## config.mk

```make
export PLATFORM = sky130hd
export DESIGN_NAME = mmu_top
export DESIGN_NICKNAME = d
export VERILOG_FILES = /design/src/hw/mmu_pkg.sv /design/src/hw/find_first_set.sv /design/src/hw/mmu_top.sv /design/src/hw/page_walker.sv /design/src/hw/tlb.sv /design/src/hw/xlate_front.sv
export SDC_FILE = /design/constraint.sdc
export NUM_CORES = 1
export LEC_CHECK = 0
export BUFFER_PORTS_ARGS = -buffer_cell sky130_fd_sc_hd__buf_4
export CAP_MARGIN = 20
export CELL_PAD_IN_SITES_DETAIL_PLACEMENT = 0
export CELL_PAD_IN_SITES_GLOBAL_PLACEMENT = 1
export CORE_MARGIN = 3
export CORE_UTILIZATION = 45
export CTS_CLUSTER_DIAMETER = 120
export DETAILED_ROUTE_END_ITERATION = 10
export GPL_ROUTABILITY_DRIVEN = 0
export PLACE_DENSITY = 0.85
export SYNTH_ARGS = -nofsm -noshare
export SYNTH_HDL_FRONTEND = slang
export SYNTH_HIERARCHICAL = 1
export SYNTH_SLANG_ARGS = --single-unit
```

## constraint.sdc

```tcl
create_clock -name clk -period 5.85 [get_ports clk]
set_input_delay 0.585 -clock clk [delete_from_list [all_inputs] [get_ports clk]]
set_output_delay 0.585 -clock clk [all_outputs]
set_load 0.05 [all_outputs]
```

## src/hw/mmu_pkg.sv

```systemverilog
`default_nettype none

package mmu_pkg;

   localparam int VA_WIDTH = 39;
   localparam int PA_WIDTH = 40;
   // physical address minus the 12-bit page offset
   localparam int PPN_WIDTH = PA_WIDTH - 12;

   // page size codes, largest page first
   typedef enum logic [1:0] {
      PG_1G = 2'd0,
      PG_2M = 2'd1,
      PG_4K = 2'd2
   } pgsize_t;

   // leaf entry, R or W set
   typedef struct packed {
      logic [9:0]  reserved;
      logic [43:0] ppn;
      logic [1:0]  rsw;
      logic        d;
      logic        a;
      logic        g;
      logic        u;
      logic        x;
      logic        w;
      logic        r;
      logic        v;
   } pte_leaf_t;

   // pointer to the next table level
   typedef struct packed {
      logic [9:0]  reserved;
      logic [43:0] ppn;
      logic [8:0]  flags;
      logic        v;
   } pte_ptr_t;

   typedef union packed {
      pte_leaf_t leaf;
      pte_ptr_t  ptr;
   } pte_u;

endpackage

`default_nettype wire

```

## src/hw/find_first_set.sv

```systemverilog
`timescale 1ns/1ps
`default_nettype none

module find_first_set #(
   parameter int LG_N = 2
)
(
   input  wire [(1<<LG_N)-1:0] in,
   output logic [LG_N:0]       y
);

   localparam int N = 1 << LG_N;

   // scan downward so the lowest set bit is written last
   always_comb
   begin
      y = '0;
      for (int i = N - 1; i >= 0; i--)
      begin
         if (in[i])
         begin
            y = {1'b1, LG_N'(i)};
         end
      end
   end

endmodule

`default_nettype wire

```

## src/hw/mmu_top.sv

```systemverilog
`timescale 1ns/1ps
`default_nettype none

module mmu_top
   import mmu_pkg::*;
#(
   parameter int LG_N = 2
)
(
   input  wire                  clk,
   input  wire                  rst_n,
   input  wire                  active,
   input  wire                  clear,
   input  wire [PPN_WIDTH-1:0]  root_ppn,
   input  wire                  req,
   input  wire [VA_WIDTH-1:0]   va,
   input  wire                  store,
   output logic                 ack,
   output logic [PA_WIDTH-1:0]  pa,
   output logic                 fault,
   output logic                 mem_req,
   output logic [PA_WIDTH-1:0]  mem_addr,
   input  wire                  mem_ack,
   input  wire [63:0]           mem_rdata
);

   logic [VA_WIDTH-1:0]  lookup_va;
   logic                 tlb_hit;
   logic [PA_WIDTH-1:0]  tlb_pa;
   logic                 tlb_dirty;
   logic                 tlb_readable;
   logic                 tlb_writable;
   logic                 walk_req;
   logic                 walk_ack;
   logic                 walk_fault;
   logic [PPN_WIDTH-1:0] walk_ppn;
   pgsize_t              walk_size;
   logic                 walk_dirty;
   logic                 walk_readable;
   logic                 walk_writable;
   logic                 replace;

   xlate_front front_i (
      .clk          (clk),
      .rst_n        (rst_n),
      .active       (active),
      .req          (req),
      .va           (va),
      .store        (store),
      .ack          (ack),
      .pa           (pa),
      .fault        (fault),
      .lookup_va    (lookup_va),
      .tlb_hit      (tlb_hit),
      .tlb_pa       (tlb_pa),
      .tlb_dirty    (tlb_dirty),
      .tlb_readable (tlb_readable),
      .tlb_writable (tlb_writable),
      .walk_req     (walk_req),
      .walk_ack     (walk_ack),
      .walk_fault   (walk_fault),
      .replace      (replace)
   );

   // refill data comes straight from the walker
   tlb #(.LG_N(LG_N)) tlb_i (
      .clk           (clk),
      .rst_n         (rst_n),
      .active        (active),
      .clear         (clear),
      .va            (lookup_va),
      .hit           (tlb_hit),
      .pa            (tlb_pa),
      .dirty         (tlb_dirty),
      .readable      (tlb_readable),
      .writable      (tlb_writable),
      .replace       (replace),
      .replace_va    (lookup_va),
      .fill_ppn      (walk_ppn),
      .fill_size     (walk_size),
      .fill_dirty    (walk_dirty),
      .fill_readable (walk_readable),
      .fill_writable (walk_writable)
   );

   page_walker walker_i (
      .clk           (clk),
      .rst_n         (rst_n),
      .root_ppn      (root_ppn),
      .walk_req      (walk_req),
      .walk_va       (lookup_va),
      .walk_ack      (walk_ack),
      .walk_fault    (walk_fault),
      .walk_ppn      (walk_ppn),
      .walk_size     (walk_size),
      .walk_dirty    (walk_dirty),
      .walk_readable (walk_readable),
      .walk_writable (walk_writable),
      .mem_req       (mem_req),
      .mem_addr      (mem_addr),
      .mem_ack       (mem_ack),
      .mem_rdata     (mem_rdata)
   );

endmodule

`default_nettype wire

```

## src/hw/page_walker.sv

```systemverilog
`timescale 1ns/1ps
`default_nettype none

module page_walker
   import mmu_pkg::*;
(
   input  wire                  clk,
   input  wire                  rst_n,
   input  wire [PPN_WIDTH-1:0]  root_ppn,
   input  wire                  walk_req,
   input  wire [VA_WIDTH-1:0]   walk_va,
   output logic                 walk_ack,
   output logic                 walk_fault,
   output logic [PPN_WIDTH-1:0] walk_ppn,
   output pgsize_t              walk_size,
   output logic                 walk_dirty,
   output logic                 walk_readable,
   output logic                 walk_writable,
   output logic                 mem_req,
   output logic [PA_WIDTH-1:0]  mem_addr,
   input  wire                  mem_ack,
   input  wire [63:0]           mem_rdata
);

   typedef enum logic [1:0] {W_IDLE, W_MEM, W_RELEASE, W_DONE} wstate_t;

   wstate_t              state;
   logic [1:0]           level;
   logic [PPN_WIDTH-1:0] table_ppn;
   pte_u                 pte;
   logic [8:0]           vpn;
   logic [PPN_WIDTH-1:0] leaf_ppn;
   logic                 is_leaf;
   logic                 misaligned;
   logic                 descend;

   always_comb
   begin
      case (level)
         2'd2:    vpn = walk_va[38:30];
         2'd1:    vpn = walk_va[29:21];
         default: vpn = walk_va[20:12];
      endcase
   end

   // 8-byte PTE inside the current table
   assign mem_addr = {table_ppn, vpn, 3'b000};

   assign leaf_ppn = pte.leaf.ppn[PPN_WIDTH-1:0];
   assign is_leaf  = pte.leaf.r | pte.leaf.w;
   assign descend  = pte.ptr.v && !is_leaf && (level != 2'd0);

   // superpage leaf must have its low ppn bits clear
   always_comb
   begin
      case (level)
         2'd2:    misaligned = |leaf_ppn[17:0];
         2'd1:    misaligned = |leaf_ppn[8:0];
         default: misaligned = 1'b0;
      endcase
   end

   always_ff @(posedge clk or negedge rst_n)
   begin
      if (!rst_n)
      begin
         state    <= W_IDLE;
         level    <= 2'd2;
         mem_req  <= 1'b0;
         walk_ack <= 1'b0;
      end
      else
      begin
         case (state)
            W_IDLE:
               if (walk_req)
               begin
                  level   <= 2'd2;
                  mem_req <= 1'b1;
                  state   <= W_MEM;
               end
            W_MEM:
               if (mem_ack)
               begin
                  mem_req <= 1'b0;
                  state   <= W_RELEASE;
               end
            // decode once the memory has dropped its ack
            W_RELEASE:
               if (!mem_ack)
               begin
                  if (descend)
                  begin
                     level   <= level - 2'd1;
                     mem_req <= 1'b1;
                     state   <= W_MEM;
                  end
                  else
                  begin
                     walk_ack <= 1'b1;
                     state    <= W_DONE;
                  end
               end
            default:
               if (!walk_req)
               begin
                  walk_ack <= 1'b0;
                  state    <= W_IDLE;
               end
         endcase
      end
   end

   always_ff @(posedge clk)
   begin
      if (state == W_IDLE)
         table_ppn <= root_ppn;
      else if (state == W_RELEASE && !mem_ack && descend)
         table_ppn <= pte.ptr.ppn[PPN_WIDTH-1:0];
      if (state == W_MEM && mem_ack)
         pte <= mem_rdata;
      // the last level visited leaves its result here
      if (state == W_RELEASE && !mem_ack)
      begin
         walk_fault    <= !pte.leaf.v || (is_leaf ? misaligned : (level == 2'd0));
         walk_ppn      <= leaf_ppn;
         walk_size     <= pgsize_t'(2'd2 - level);
         walk_dirty    <= pte.leaf.d;
         walk_readable <= pte.leaf.r;
         walk_writable <= pte.leaf.w;
      end
   end

endmodule

`default_nettype wire

```

## src/hw/tlb.sv

```systemverilog
`timescale 1ns/1ps
`default_nettype none

module tlb
   import mmu_pkg::*;
#(
   parameter int LG_N = 2
)
(
   input  wire                  clk,
   input  wire                  rst_n,
   input  wire                  active,
   input  wire                  clear,
   input  wire [VA_WIDTH-1:0]   va,
   output logic                 hit,
   output logic [PA_WIDTH-1:0]  pa,
   output logic                 dirty,
   output logic                 readable,
   output logic                 writable,
   input  wire                  replace,
   input  wire [VA_WIDTH-1:0]   replace_va,
   input  wire [PPN_WIDTH-1:0]  fill_ppn,
   input  wire pgsize_t         fill_size,
   input  wire                  fill_dirty,
   input  wire                  fill_readable,
   input  wire                  fill_writable
);

   localparam int N = 1 << LG_N;
   localparam int TAG_W = VA_WIDTH - 12;

   logic [N-1:0]         valid;
   logic [N-1:0]         e_dirty;
   logic [N-1:0]         e_readable;
   logic [N-1:0]         e_writable;
   pgsize_t              e_size [N];
   logic [TAG_W-1:0]     e_tag [N];
   logic [PPN_WIDTH-1:0] e_ppn [N];

   logic [N-1:0]         hits;
   logic [LG_N:0]        ffs_y;
   logic [LG_N-1:0]      sel;
   logic [LG_N-1:0]      victim;
   logic [15:0]          lfsr;
   logic [PA_WIDTH-1:0]  pa_sel;

   // compare only the tag bits above the page offset of each entry
   always_comb
   begin
      for (int i = 0; i < N; i++)
      begin
         case (e_size[i])
            PG_1G:   hits[i] = valid[i] && (e_tag[i][TAG_W-1:18] == va[VA_WIDTH-1:30]);
            PG_2M:   hits[i] = valid[i] && (e_tag[i][TAG_W-1:9] == va[VA_WIDTH-1:21]);
            default: hits[i] = valid[i] && (e_tag[i] == va[VA_WIDTH-1:12]);
         endcase
      end
   end

   find_first_set #(.LG_N(LG_N)) ffs_i (
      .in (hits),
      .y  (ffs_y)
   );

   assign sel = ffs_y[LG_N-1:0];
   assign victim = lfsr[LG_N:1];

   // superpages keep 21 or 30 offset bits from va
   always_comb
   begin
      case (e_size[sel])
         PG_1G:   pa_sel = {e_ppn[sel][PPN_WIDTH-1:18], va[29:0]};
         PG_2M:   pa_sel = {e_ppn[sel][PPN_WIDTH-1:9], va[20:0]};
         default: pa_sel = {e_ppn[sel], va[11:0]};
      endcase
   end

   // maximal 16-bit LFSR, taps 16 14 13 11
   always_ff @(posedge clk or negedge rst_n)
   begin
      if (!rst_n)
         lfsr <= 16'd1;
      else
         lfsr <= {lfsr[14:0], lfsr[15] ^ lfsr[13] ^ lfsr[12] ^ lfsr[10]};
   end

   always_ff @(posedge clk or negedge rst_n)
   begin
      if (!rst_n)
         valid <= '0;
      else if (clear)
         valid <= '0;
      else if (replace)
         valid[victim] <= 1'b1;
   end

   always_ff @(posedge clk)
   begin
      if (replace)
      begin
         e_dirty[victim]    <= fill_dirty;
         e_readable[victim] <= fill_readable;
         e_writable[victim] <= fill_writable;
         e_size[victim]     <= fill_size;
         e_tag[victim]      <= replace_va[VA_WIDTH-1:12];
         e_ppn[victim]      <= fill_ppn;
      end
   end

   // bare mode always hits
   always_ff @(posedge clk or negedge rst_n)
   begin
      if (!rst_n)
         hit <= 1'b0;
      else
         hit <= active ? ffs_y[LG_N] : 1'b1;
   end

   always_ff @(posedge clk)
   begin
      pa       <= active ? pa_sel : {{(PA_WIDTH-VA_WIDTH){1'b0}}, va};
      dirty    <= e_dirty[sel];
      readable <= e_readable[sel];
      writable <= e_writable[sel];
   end

endmodule

`default_nettype wire

```

## src/hw/xlate_front.sv

```systemverilog
`timescale 1ns/1ps
`default_nettype none

module xlate_front
   import mmu_pkg::*;
(
   input  wire                 clk,
   input  wire                 rst_n,
   input  wire                 active,
   input  wire                 req,
   input  wire [VA_WIDTH-1:0]  va,
   input  wire                 store,
   output logic                ack,
   output logic [PA_WIDTH-1:0] pa,
   output logic                fault,
   output logic [VA_WIDTH-1:0] lookup_va,
   input  wire                 tlb_hit,
   input  wire [PA_WIDTH-1:0]  tlb_pa,
   input  wire                 tlb_dirty,
   input  wire                 tlb_readable,
   input  wire                 tlb_writable,
   output logic                walk_req,
   input  wire                 walk_ack,
   input  wire                 walk_fault,
   output logic                replace
);

   typedef enum logic [2:0] {F_IDLE, F_LOOKUP, F_CHECK, F_WALK, F_REFILL, F_ACK} fstate_t;

   fstate_t             state;
   logic [VA_WIDTH-1:0] r_va;
   logic                r_store;
   logic                perm_fault;

   assign lookup_va = r_va;

   // stores need a writable, dirty page; loads need a readable one
   assign perm_fault = active && (r_store ? (!tlb_writable || !tlb_dirty) : !tlb_readable);

   always_ff @(posedge clk or negedge rst_n)
   begin
      if (!rst_n)
      begin
         state    <= F_IDLE;
         ack      <= 1'b0;
         walk_req <= 1'b0;
         replace  <= 1'b0;
      end
      else
      begin
         replace <= 1'b0;
         case (state)
            F_IDLE:
               if (req)
                  state <= F_LOOKUP;
            F_LOOKUP:
               state <= F_CHECK;
            F_CHECK:
               if (tlb_hit)
               begin
                  ack   <= 1'b1;
                  state <= F_ACK;
               end
               else
               begin
                  walk_req <= 1'b1;
                  state    <= F_WALK;
               end
            F_WALK:
               if (walk_ack)
               begin
                  walk_req <= 1'b0;
                  if (walk_fault)
                  begin
                     ack   <= 1'b1;
                     state <= F_ACK;
                  end
                  else
                  begin
                     replace <= 1'b1;
                     state   <= F_REFILL;
                  end
               end
            // entry is written by now, look up again
            F_REFILL:
               if (!walk_ack)
                  state <= F_LOOKUP;
            F_ACK:
               if (!req)
               begin
                  ack   <= 1'b0;
                  state <= F_IDLE;
               end
            default:
               state <= F_IDLE;
         endcase
      end
   end

   always_ff @(posedge clk)
   begin
      if (state == F_IDLE && req)
      begin
         r_va    <= va;
         r_store <= store;
      end
      if (state == F_CHECK && tlb_hit)
      begin
         pa    <= tlb_pa;
         fault <= perm_fault;
      end
      else if (state == F_WALK && walk_ack && walk_fault)
      begin
         pa    <= '0;
         fault <= 1'b1;
      end
   end

endmodule

`default_nettype wire
```

==> metrics.md, run 1 <==
| Metric | Value |
|---|---|
| CTS Buffer Depth | 3 |
| Area leader, netlist | edfxtp_1 |
| Met1 track demand over resource | 22.4% |
| Final core occ | 54.7% |
| Ports | 221 |
| Vias per cell | 5.14 |
| Post-synth EDFFs | 415 |
| CP Class | register to register |
| Fin crit share | 67.4% |
| HP Class | input pin to register |
| Vias in the first global route | 9488 |
| Leakage | 7.62 nW |
| Arr. time, crit path | 4.40 ns |
| Flip-flop and latch count after synthesis | 491 |
| Most Used Layer, Global Route | met2 |
| Synth cell count leaders | edfxtp_1 (415), xor2_1 (73), mux2_2 (47) |
| Outcome | finished, final reports clean |
| Synth Flop Type | edfxtp_1 |
| Initial antenna violation count | 0 |
| Avg Inst Size Synth | 18.6 sq um |
| Worst-margin pin slew | 1.03 ns |
| RSZ-0062 raised after global routing | false |
| Ys async rst share | 6.72% |
| Worst Path Max Fanout | 21 |
| H-Tree Depth | 2 |
| Synthesized area | 18300 sq um |
| Met2 GRT Util | 27.5% |
| Post-CTS sizing | 0 |
| Post-Place Cells | 1656 |
| Worst-Skew Late Latency | 0.57 ns |
| Chip width | 208 um |
| Core area | 40000 sq um |
| Synth cell types | 61 |
| Max VDD drop | 0.000185 V |
| Post-DP Area | 20200 sq um |
| Fmax | 0.254 GHz |
| DRC | 0 |
| Total Negative Setup Slacks | 0 ns |
| Grt ovf | 0 |
| Slew headroom | 31.3% |
| Cts bufs inserted | 50 |
| N_diodes | 0 |
| Initial Util | 45.9% |
| Worst Path Required | 6.31 ns |
| Initial drt markers | 610 |
| Final wirelength | 36400 um |
| Clk slew on worst S/H paths | 0.06 ns |
| Sink Count | 491 |
| Post-DRT Antenna Nets | 0 |
| DR pass1 iterations | 5 |
| Syn Inst Count | 986 |
| FP Rows | 73 |
| Final Cell Area | 21900 sq um |
| Ranking of synthesized cells by area | edfxtp_1 (68%), dfxtp_1 (4.7%), dfrtp_1 (4.2%) |
| Clock Skews | 0.0155 ns |
| Sequential share of the synthesized area | 77.1% |
| Layout overhead on the synthesized area | 19.2% |
| Yosys top cell area share | 67.9% |
| Warnings from Yosys | 6 |
| Nets | 1329 |
| Die height | 208 um |
| PortBufs | 185 |
| Final Instance Count excl. Fillers | 1749 |
| Vias | 8991 |
| Share of post-route cells with drive strength above 1 | 31.2% |
| Met3 Use GR | 3.65% |
| Critical Path Source Type | register |
| Tmin final | 3.94 ns |
| CTS tree | built |
| Final Hold Fails | 0 |
| Total count of max-transition violations in the final report | 0 |
| Gr usage total | 16.8% |
| Pin count of the biggest net entering global routing | 55 |
| Root buf cell | clkbuf_16 |
| Power Density | 322 nW/um^2 |
| Top-count cell post-synth | edfxtp_1 |
| Wire per inst | 20.8 um |
| CP endpoint kind | register |
| Global-route wire length before repair | 56100 um |
| # setup viols final | 0 |
| Die ar. | 43200 sq um |
| Final HPWL from detailed placement | 23200 um |
| Max-cap violations | 0 |
-- through the flow --
| stage | total power [mW] | setup slack (ns) | hold slack, ns |
|---|---|---|---|
| after floorplan | 3.93 | 0.423 | 0.289 |
| after global placement | 4.01 | 2.01 | 0.324 |
| after detailed placement | 4.02 | 1.94 | 0.327 |
| after CTS | 7.13 | 1.88 | 0.151 |
| after global routing | 7.29 | 1.62 | 0.151 |
| final | 7.05 | 1.91 | 0.185 |
-- cells in the final DEF, fill, tap and decap left out, types with 3 or more instances in the layout --
master / n
xor2_1: 73
dfxtp_1: 43
nand3_1: 11
ha_1: 6
nor2_1: 25
and2_1: 41
nand2b_1: 8
inv_6: 3
nor4_1: 17
o2111ai_1: 4
bufinv_16: 3
clkbuf_16: 53
nor3_1: 15
clkinv_1: 11
clkbuf_1: 10
o21ai_1: 3
edfxtp_1: 415
mux2_4: 9
a21oi_1: 20
dfrtp_1: 31
xnor2_1: 38
clkinv_2: 6
buf_4: 196
conb_1: 3
mux2_2: 47
nand2_1: 9
inv_1: 8
o21ai_0: 9
mux4_2: 32
clkbuf_8: 3
nand4_1: 8
a22oi_1: 9
o21a_1: 4
-- routing by layer --
metal,vias up,share of wire (%)
met2,279,48
met1,4513,42
met5,-,0
met3,81,6.1
met4,0,3.2
li1,4118,-
-- critical path: stages, from the launching register on --
cell      delay, ns
edfxtp_1       0.59
xor2_1         0.24
nor4_1         0.41
nand4_1        0.28
nor3_1         0.35
o21a_1         0.18
nand2b_1       0.10
a21oi_4        0.16
buf_4          0.38
nor3_1         0.11
a211oi_1       0.23
a21oi_1        0.09
nor2b_1        0.14
buf_4          0.23
mux2_4         0.32
-- state kept, by name, summed over array words and instances, names as in the netlist, 2 cells and up --
| register | count |
|---|---|
| front_i/lookup_va | 39 |
| front_i/state | 3 |
| walker_i/pte | 32 |
| walker_i/level | 2 |
| tlb_i/e_writable | 4 |
| walker_i/state | 2 |
| tlb_i/valid | 4 |
| tlb_i/e_readable | 4 |
| tlb_i/lfsr | 16 |
| tlb_i/pa | 40 |
| tlb_i/e_size | 8 |
| tlb_i/e_dirty | 4 |
| walker_i/table_ppn | 28 |
| tlb_i/e_ppn | 112 |
| walker_i/walk_size | 2 |
| front_i/pa | 40 |
| tlb_i/e_tag | 108 |
| walker_i/walk_ppn | 28 |
-- final cells by class --
| type | instances | area, sq um |
|---|---|---|
| Fill cell | 3140 | 18100 |
| Sequential cell | 491 | 14200 |
| Multi-Input combinational cell | 434 | 3920 |
| Timing Repair Buffer | 198 | 1500 |
| Clock buffer | 66 | 1410 |
| Tap cell | 525 | 657 |
| Clock inverter | 26 | 210 |
| Inverter | 9 | 33.8 |
-- path summary, 6_finish.rpt --
| check | startpoint | end | slack (ns) | cells past startpoint |
|---|---|---|---|---|
| max | front_i/lookup_va[26] | tlb_i/pa[22] | 1.91 | 14 |
| min | va[24] | front_i/lookup_va[24] | 0.18 | 1 |
| max reg2reg | front_i/lookup_va[26] | tlb_i/pa[22] | 1.91 | 14 |
| min reg2reg | front_i/lookup_va[8] | tlb_i/pa[8] | 0.34 | 0 |
| max in group asynchronous | rst_n | tlb_i/lfsr[0] | 4.97 | 2 |
| min in group asynchronous | rst_n | tlb_i/valid[2] | 0.53 | 2 |
-- repair_timing --
action | in CTS | in global routing
hold buffers | 1 | 0
setup buffers | 0 | 0
hold endpoints to repair | 31 | 0
-- logic make-up after synthesis --
logic type / share of synthesized area, %
adder cells (fa/ha/maj): 0.477
other: 0.0204
multiplexers: 7.67
AND/OR/NAND/NOR: 5.19
AO/OA/AOI/OAI: 2.34
buffers and inverters: 1.86
XOR/XNOR: 5.30
flip-flops: 77.1
-- where the power goes --
part / internal, mW / total, mW / switching (mW)
Sequential: 3.77 / 3.77 / 0.00470
Clock: 1.82 / 3.10 / 1.28
Combinational: 0.0781 / 0.171 / 0.0925
Total: 5.67 / 7.05 / 1.38
Power figures use the tool's default switching activity.
==> run 2: changes to the inputs <==
--- a/config.mk
+++ b/config.mk
@@ -5,16 +5,17 @@
 export SDC_FILE = /design/constraint.sdc
 export NUM_CORES = 1
 export LEC_CHECK = 0
+export ABC_AREA = 1
 export BUFFER_PORTS_ARGS = -buffer_cell sky130_fd_sc_hd__buf_4
 export CAP_MARGIN = 20
 export CELL_PAD_IN_SITES_DETAIL_PLACEMENT = 0
 export CELL_PAD_IN_SITES_GLOBAL_PLACEMENT = 1
 export CORE_MARGIN = 3
-export CORE_UTILIZATION = 45
+export CORE_UTILIZATION = 47
 export CTS_CLUSTER_DIAMETER = 120
 export DETAILED_ROUTE_END_ITERATION = 10
 export GPL_ROUTABILITY_DRIVEN = 0
-export PLACE_DENSITY = 0.85
+export PLACE_DENSITY = 0.88
 export SYNTH_ARGS = -nofsm -noshare
 export SYNTH_HDL_FRONTEND = slang
 export SYNTH_HIERARCHICAL = 1
==> constraint.sdc (replaced) <==
create_clock -name clk -period 3.65 [get_ports clk]
set_input_delay 0.365 -clock clk [delete_from_list [all_inputs] [get_ports clk]]
set_output_delay 0.365 -clock clk [all_outputs]
set_load 0.05 [all_outputs]
==> run 2 against run 1 <==
Against the previous run:
- global-route usage increased by 2.9 points
- highest routed layer unchanged
- design area is 6.3% higher
- critical endpoint is now tlb_i/pa[29]
- non-clock buffer count rose by 84
==> metrics.md, run 2 <==
| Metric | Value |
|---|---|
| Outcome | finished, final reports clean |
| Layout overhead on the synthesized area | 22.9% |
| CTS Buffer Depth | 3 (unchanged) |
| Worst Path Required | 4.11 ns (-2.20 ns) |
| Pin count of the biggest net entering global routing | 63 (+15%) |
| Final wirelength | 42000 um (+15%) |
| H-Tree Depth | 2 (unchanged) |
| Final worst setup slack | 0.303 ns (-1.60 ns) |
| Worst flop-to-flop path endpoint | tlb_i/pa[29] |
| Power Density | 678 nW/um^2 (+110%) |
| Post-DRT Antenna Nets | 0 (unchanged) |
| Yosys top cell area share | 65.9% (-2.0 points) |
| Die ar. | 42700 sq um (-1.3%) |
| Vias | 12000 (+34%) |
| Fillers | 3052 (-2.8%) |
| Worst-Skew Late Latency | 0.57 ns (about the same) |
| Gr usage total | 19.7% (+2.9 points) |
| N_diodes | 0 (unchanged) |
| Sequential share of the synthesized area | 74.8% (-2.3 points) |
| Synth Area in Simple Gates | 12.4% (+7.2 points) |
| Synth Area in Compound Gates | 6.25% (+3.9 points) |
| Leakage | 9.30 nW (+22%) |
| CTS tree | built |
| Final Hold Fails | 0 (unchanged) |
| CP Class | register to register |
| # setup viols final | 0 (unchanged) |
| Top-count cell post-synth | edfxtp_1 |
| Root buf cell | clkbuf_16 |
| Flop2flop setup slack | 0.30 ns (-1.60 ns) |
| Final HPWL from detailed placement | 27100 um (+17%) |
| Ports | 221 (unchanged) |
| Flip-flop and latch count after synthesis | 491 (unchanged) |
| Depth of the most critical reg-to-reg path | 17 (+3) |
| Post-CTS sizing | 0 (unchanged) |
| Core area | 39200 sq um (-2.0%) |
| Hold Slack | 0.0658 ns (-0.119 ns) |
| Fmax | 0.299 GHz (+18%) |
| Global-route wire length before repair | 64700 um (+15%) |
| Clock Skews | 0.0229 ns (+0.00732 ns) |
| Synthesized area | 18900 sq um (+3.1%) |
| Vias in the first global route | 11900 (+25%) |
| Post-Place Cells | 2214 (+34%) |
| Initial drt markers | 887 (+45%) |
| Mux contribution to synthesized area | 0% (-7.7 points) |
| Synth Flop Type | edfxtp_1 |
| Critical Path Source Type | register |
| Share of post-route cells with drive strength above 1 | 17.4% (-14 points) |
| Synth Area in Adders | 0.463% (-0.014 points) |
| FP Rows | 72 (-1.4%) |
| Most frequent cells in the layout | edfxtp_1 (415), nand2_1 (319), buf_4 (205), nor2_1 (185), inv_1 (156) |
| Final Instance Count excl. Fillers | 2379 (+36%) |
| Syn Inst Count | 1534 (+56%) |
| Chip width | 207 um (-0.65%) |
| Avg Inst Size Synth | 12.3 sq um (-34%) |
| DR pass1 iterations | 5 (unchanged) |
| Synth cell types | 45 (-26%) |
| Max FFs per register | 112 (unchanged) |
| Max VDD drop | 0.000609 V (+230%) |
| Tmin final | 3.35 ns (-0.595 ns) |
| PortBufs | 185 (unchanged) |
| Vias per cell | 5.06 (-1.6%) |
| Sink Count | 491 (unchanged) |
| FF-to-FF Start | front_i/lookup_va[32] |
| Area leader, netlist | edfxtp_1 |
| Initial Util | 48.2% (+2.4 points) |
| Worst Path Max Fanout | 14 (-33%) |
| Ys async rst share | 6.72% (unchanged) |
| Net switching fraction of the power | 31.8% (+12 points) |
| Clock Power Share | 30.6% (-13 points) |
| Ranking of synthesized cells by area | edfxtp_1 (66%), nand2_1 (6.3%), dfxtp_1 (4.6%) |
| Nets | 1966 (+48%) |
| Biggest register | tlb_i/e_ppn |
| Warnings from Yosys | 6 (unchanged) |
| Crit. Startpoint | front_i/lookup_va[32] |
| Fin crit share | 91.7% (+24 points) |
| CP endpoint kind | register |
| HP Class | input pin to register |
| Post-synth EDFFs | 415 (unchanged) |
| XOR/XNOR share of the synthesized area | 1.30% (-4.0 points) |
| Slew headroom | 36.8% (+5.5 points) |
| DRC | 0 (unchanged) |
| Wire per inst | 17.6 um (-15%) |
| RSZ-0062 raised after global routing | false |
| Flop pwr share | 46.5% (-7.0 points) |
| Synth cell count leaders | edfxtp_1 (415), nand2_1 (319), nor2_1 (186) |
| Arr. time, crit path | 3.80 ns (-0.60 ns) |
| Largest registers | tlb_i/e_ppn (112), tlb_i/e_tag (108) |
| P_sw | 5.02 mW (+260%) |
| Die height | 207 um (-0.65%) |
| Max-cap violations | 0 (unchanged) |
| Commonest non-fill, non-tap cell in the layout | edfxtp_1 |
| Total count of max-transition violations in the final report | 0 (unchanged) |
| Worst-margin pin slew | 0.948 ns (-0.0824 ns) |
| DP Worst Slack | 0.387 ns (-1.55 ns) |
| Grt ovf | 0 (unchanged) |
| Clk slew on worst S/H paths | 0.06 ns (about the same) |
| Cts bufs inserted | 49 (-2.0%) |
| CP endpoint | tlb_i/pa[29] |
| Largest family of logic cells by synthesized area | simple AND/OR/NAND/NOR gates |
| Logic pwr share | 22.9% (+21 points) |
| Internal Pwr Total | 10.7 mW (+90%) |
| Initial antenna violation count | 0 (unchanged) |
[run 2: cell count changes after synthesis, moves of 42 or more]
| cell | change |
|---|---|
| nor2_1 | +159 |
| xor2_1 | -63 |
| and2_1 | -42 |
| inv_1 | +149 |
| nand2_1 | +310 |
| o21ai_0 | +99 |
| mux2_2 | -47 |
[run 2: cell families (layout without fill, tap and decap cells)]
logic type | after synthesis | count (layout)
buf+inv | 211 | 536
simple gates | 580 | 580
compound gates | 216 | 216
xor+xnor | 28 | 28
other cells | 1 | 3
fa+ha+maj | 7 | 7
flops | 491 | 491
[run 2: critical path, stage by stage, from the launching register on]
cell	delay, ns
edfxtp_1	0.54
inv_1	0.19
nand2_1	0.10
nand2_1	0.09
nand2_1	0.10
nand3_1	0.07
nor3_1	0.28
nand2_1	0.14
nor2_1	0.22
inv_1	0.11
a21oi_4	0.30
a21oi_1	0.10
o21ai_1	0.11
nand3_2	0.30
nand2_2	0.35
nand3_1	0.11
nand2_1	0.08
inv_1	0.03
[run 2: repair_timing]
item,4_1_cts,5_1_grt
setup buffers,0,0
hold endpoints to repair,107,0
hold buffers,74,0
[run 2: metrics by stage]
| stage | util, % | setup TNS, ns | area [sq um] | power (mW) |
|---|---|---|---|---|
| after floorplan | - | -358.25 | 18900 | 9.75 |
| after global placement | 53.4 | 0 | 20900 | 10.9 |
| after detailed placement | 53.5 | 0 | 21000 | 11.0 |
| after CTS | 59.3 | 0 | 23200 | 15.9 |
| after global routing | 59.3 | 0 | 23200 | 16.5 |
| final | 59.3 | 0 | 23200 | 15.8 |
[run 2: layout make-up]
cell class                 count  area (sq um)  area share (%)
tap                          518           648            2.79
clock inverter                26           210           0.904
sequential                   491         14200            60.9
clock buffer                  65          1340            5.76
timing repair buffer         282          2350            10.1
multi-input combinational    834          3930            16.9
inverter                     163           619            2.66
[run 2: worst min-delay path by stage]
stage                    startpoint                     end  slack [ns]  depth (start not counted)
4_1_cts                root_ppn[24]  walker_i/table_ppn[24]        0.04                          3
5_1_grt                 root_ppn[2]   walker_i/table_ppn[2]        0.05                          3
6_report               root_ppn[10]  walker_i/table_ppn[10]        0.07                          3
3_5_place_dp   front_i/lookup_va[2]             tlb_i/pa[2]        0.33                          0
3_3_place_gp   front_i/lookup_va[8]             tlb_i/pa[8]        0.33                          0
2_1_floorplan                 rst_n             front_i/ack        0.07                          0
[run 2: routing by layer]
metal | global-route usage (%) | wire, um | vias up
met2 | 31.9 | 19500 | 435
met4 | 5.70 | 1050 | 0
li1 | - | - | 5758
met5 | 0 | 0 | -
met1 | 27.4 | 18100 | 5752
met3 | 4.12 | 3310 | 84
[run 2: power groups by stage]
stage	Sequential [mW]	Clock (mW)	Combinational [mW]
2_1_floorplan	8.08	0	1.67
3_3_place_gp	7.42	0	3.48
3_5_place_dp	7.44	0	3.55
4_1_cts	7.34	4.93	3.62
5_1_grt	7.40	5.18	3.89
6_report	7.33	4.83	3.60
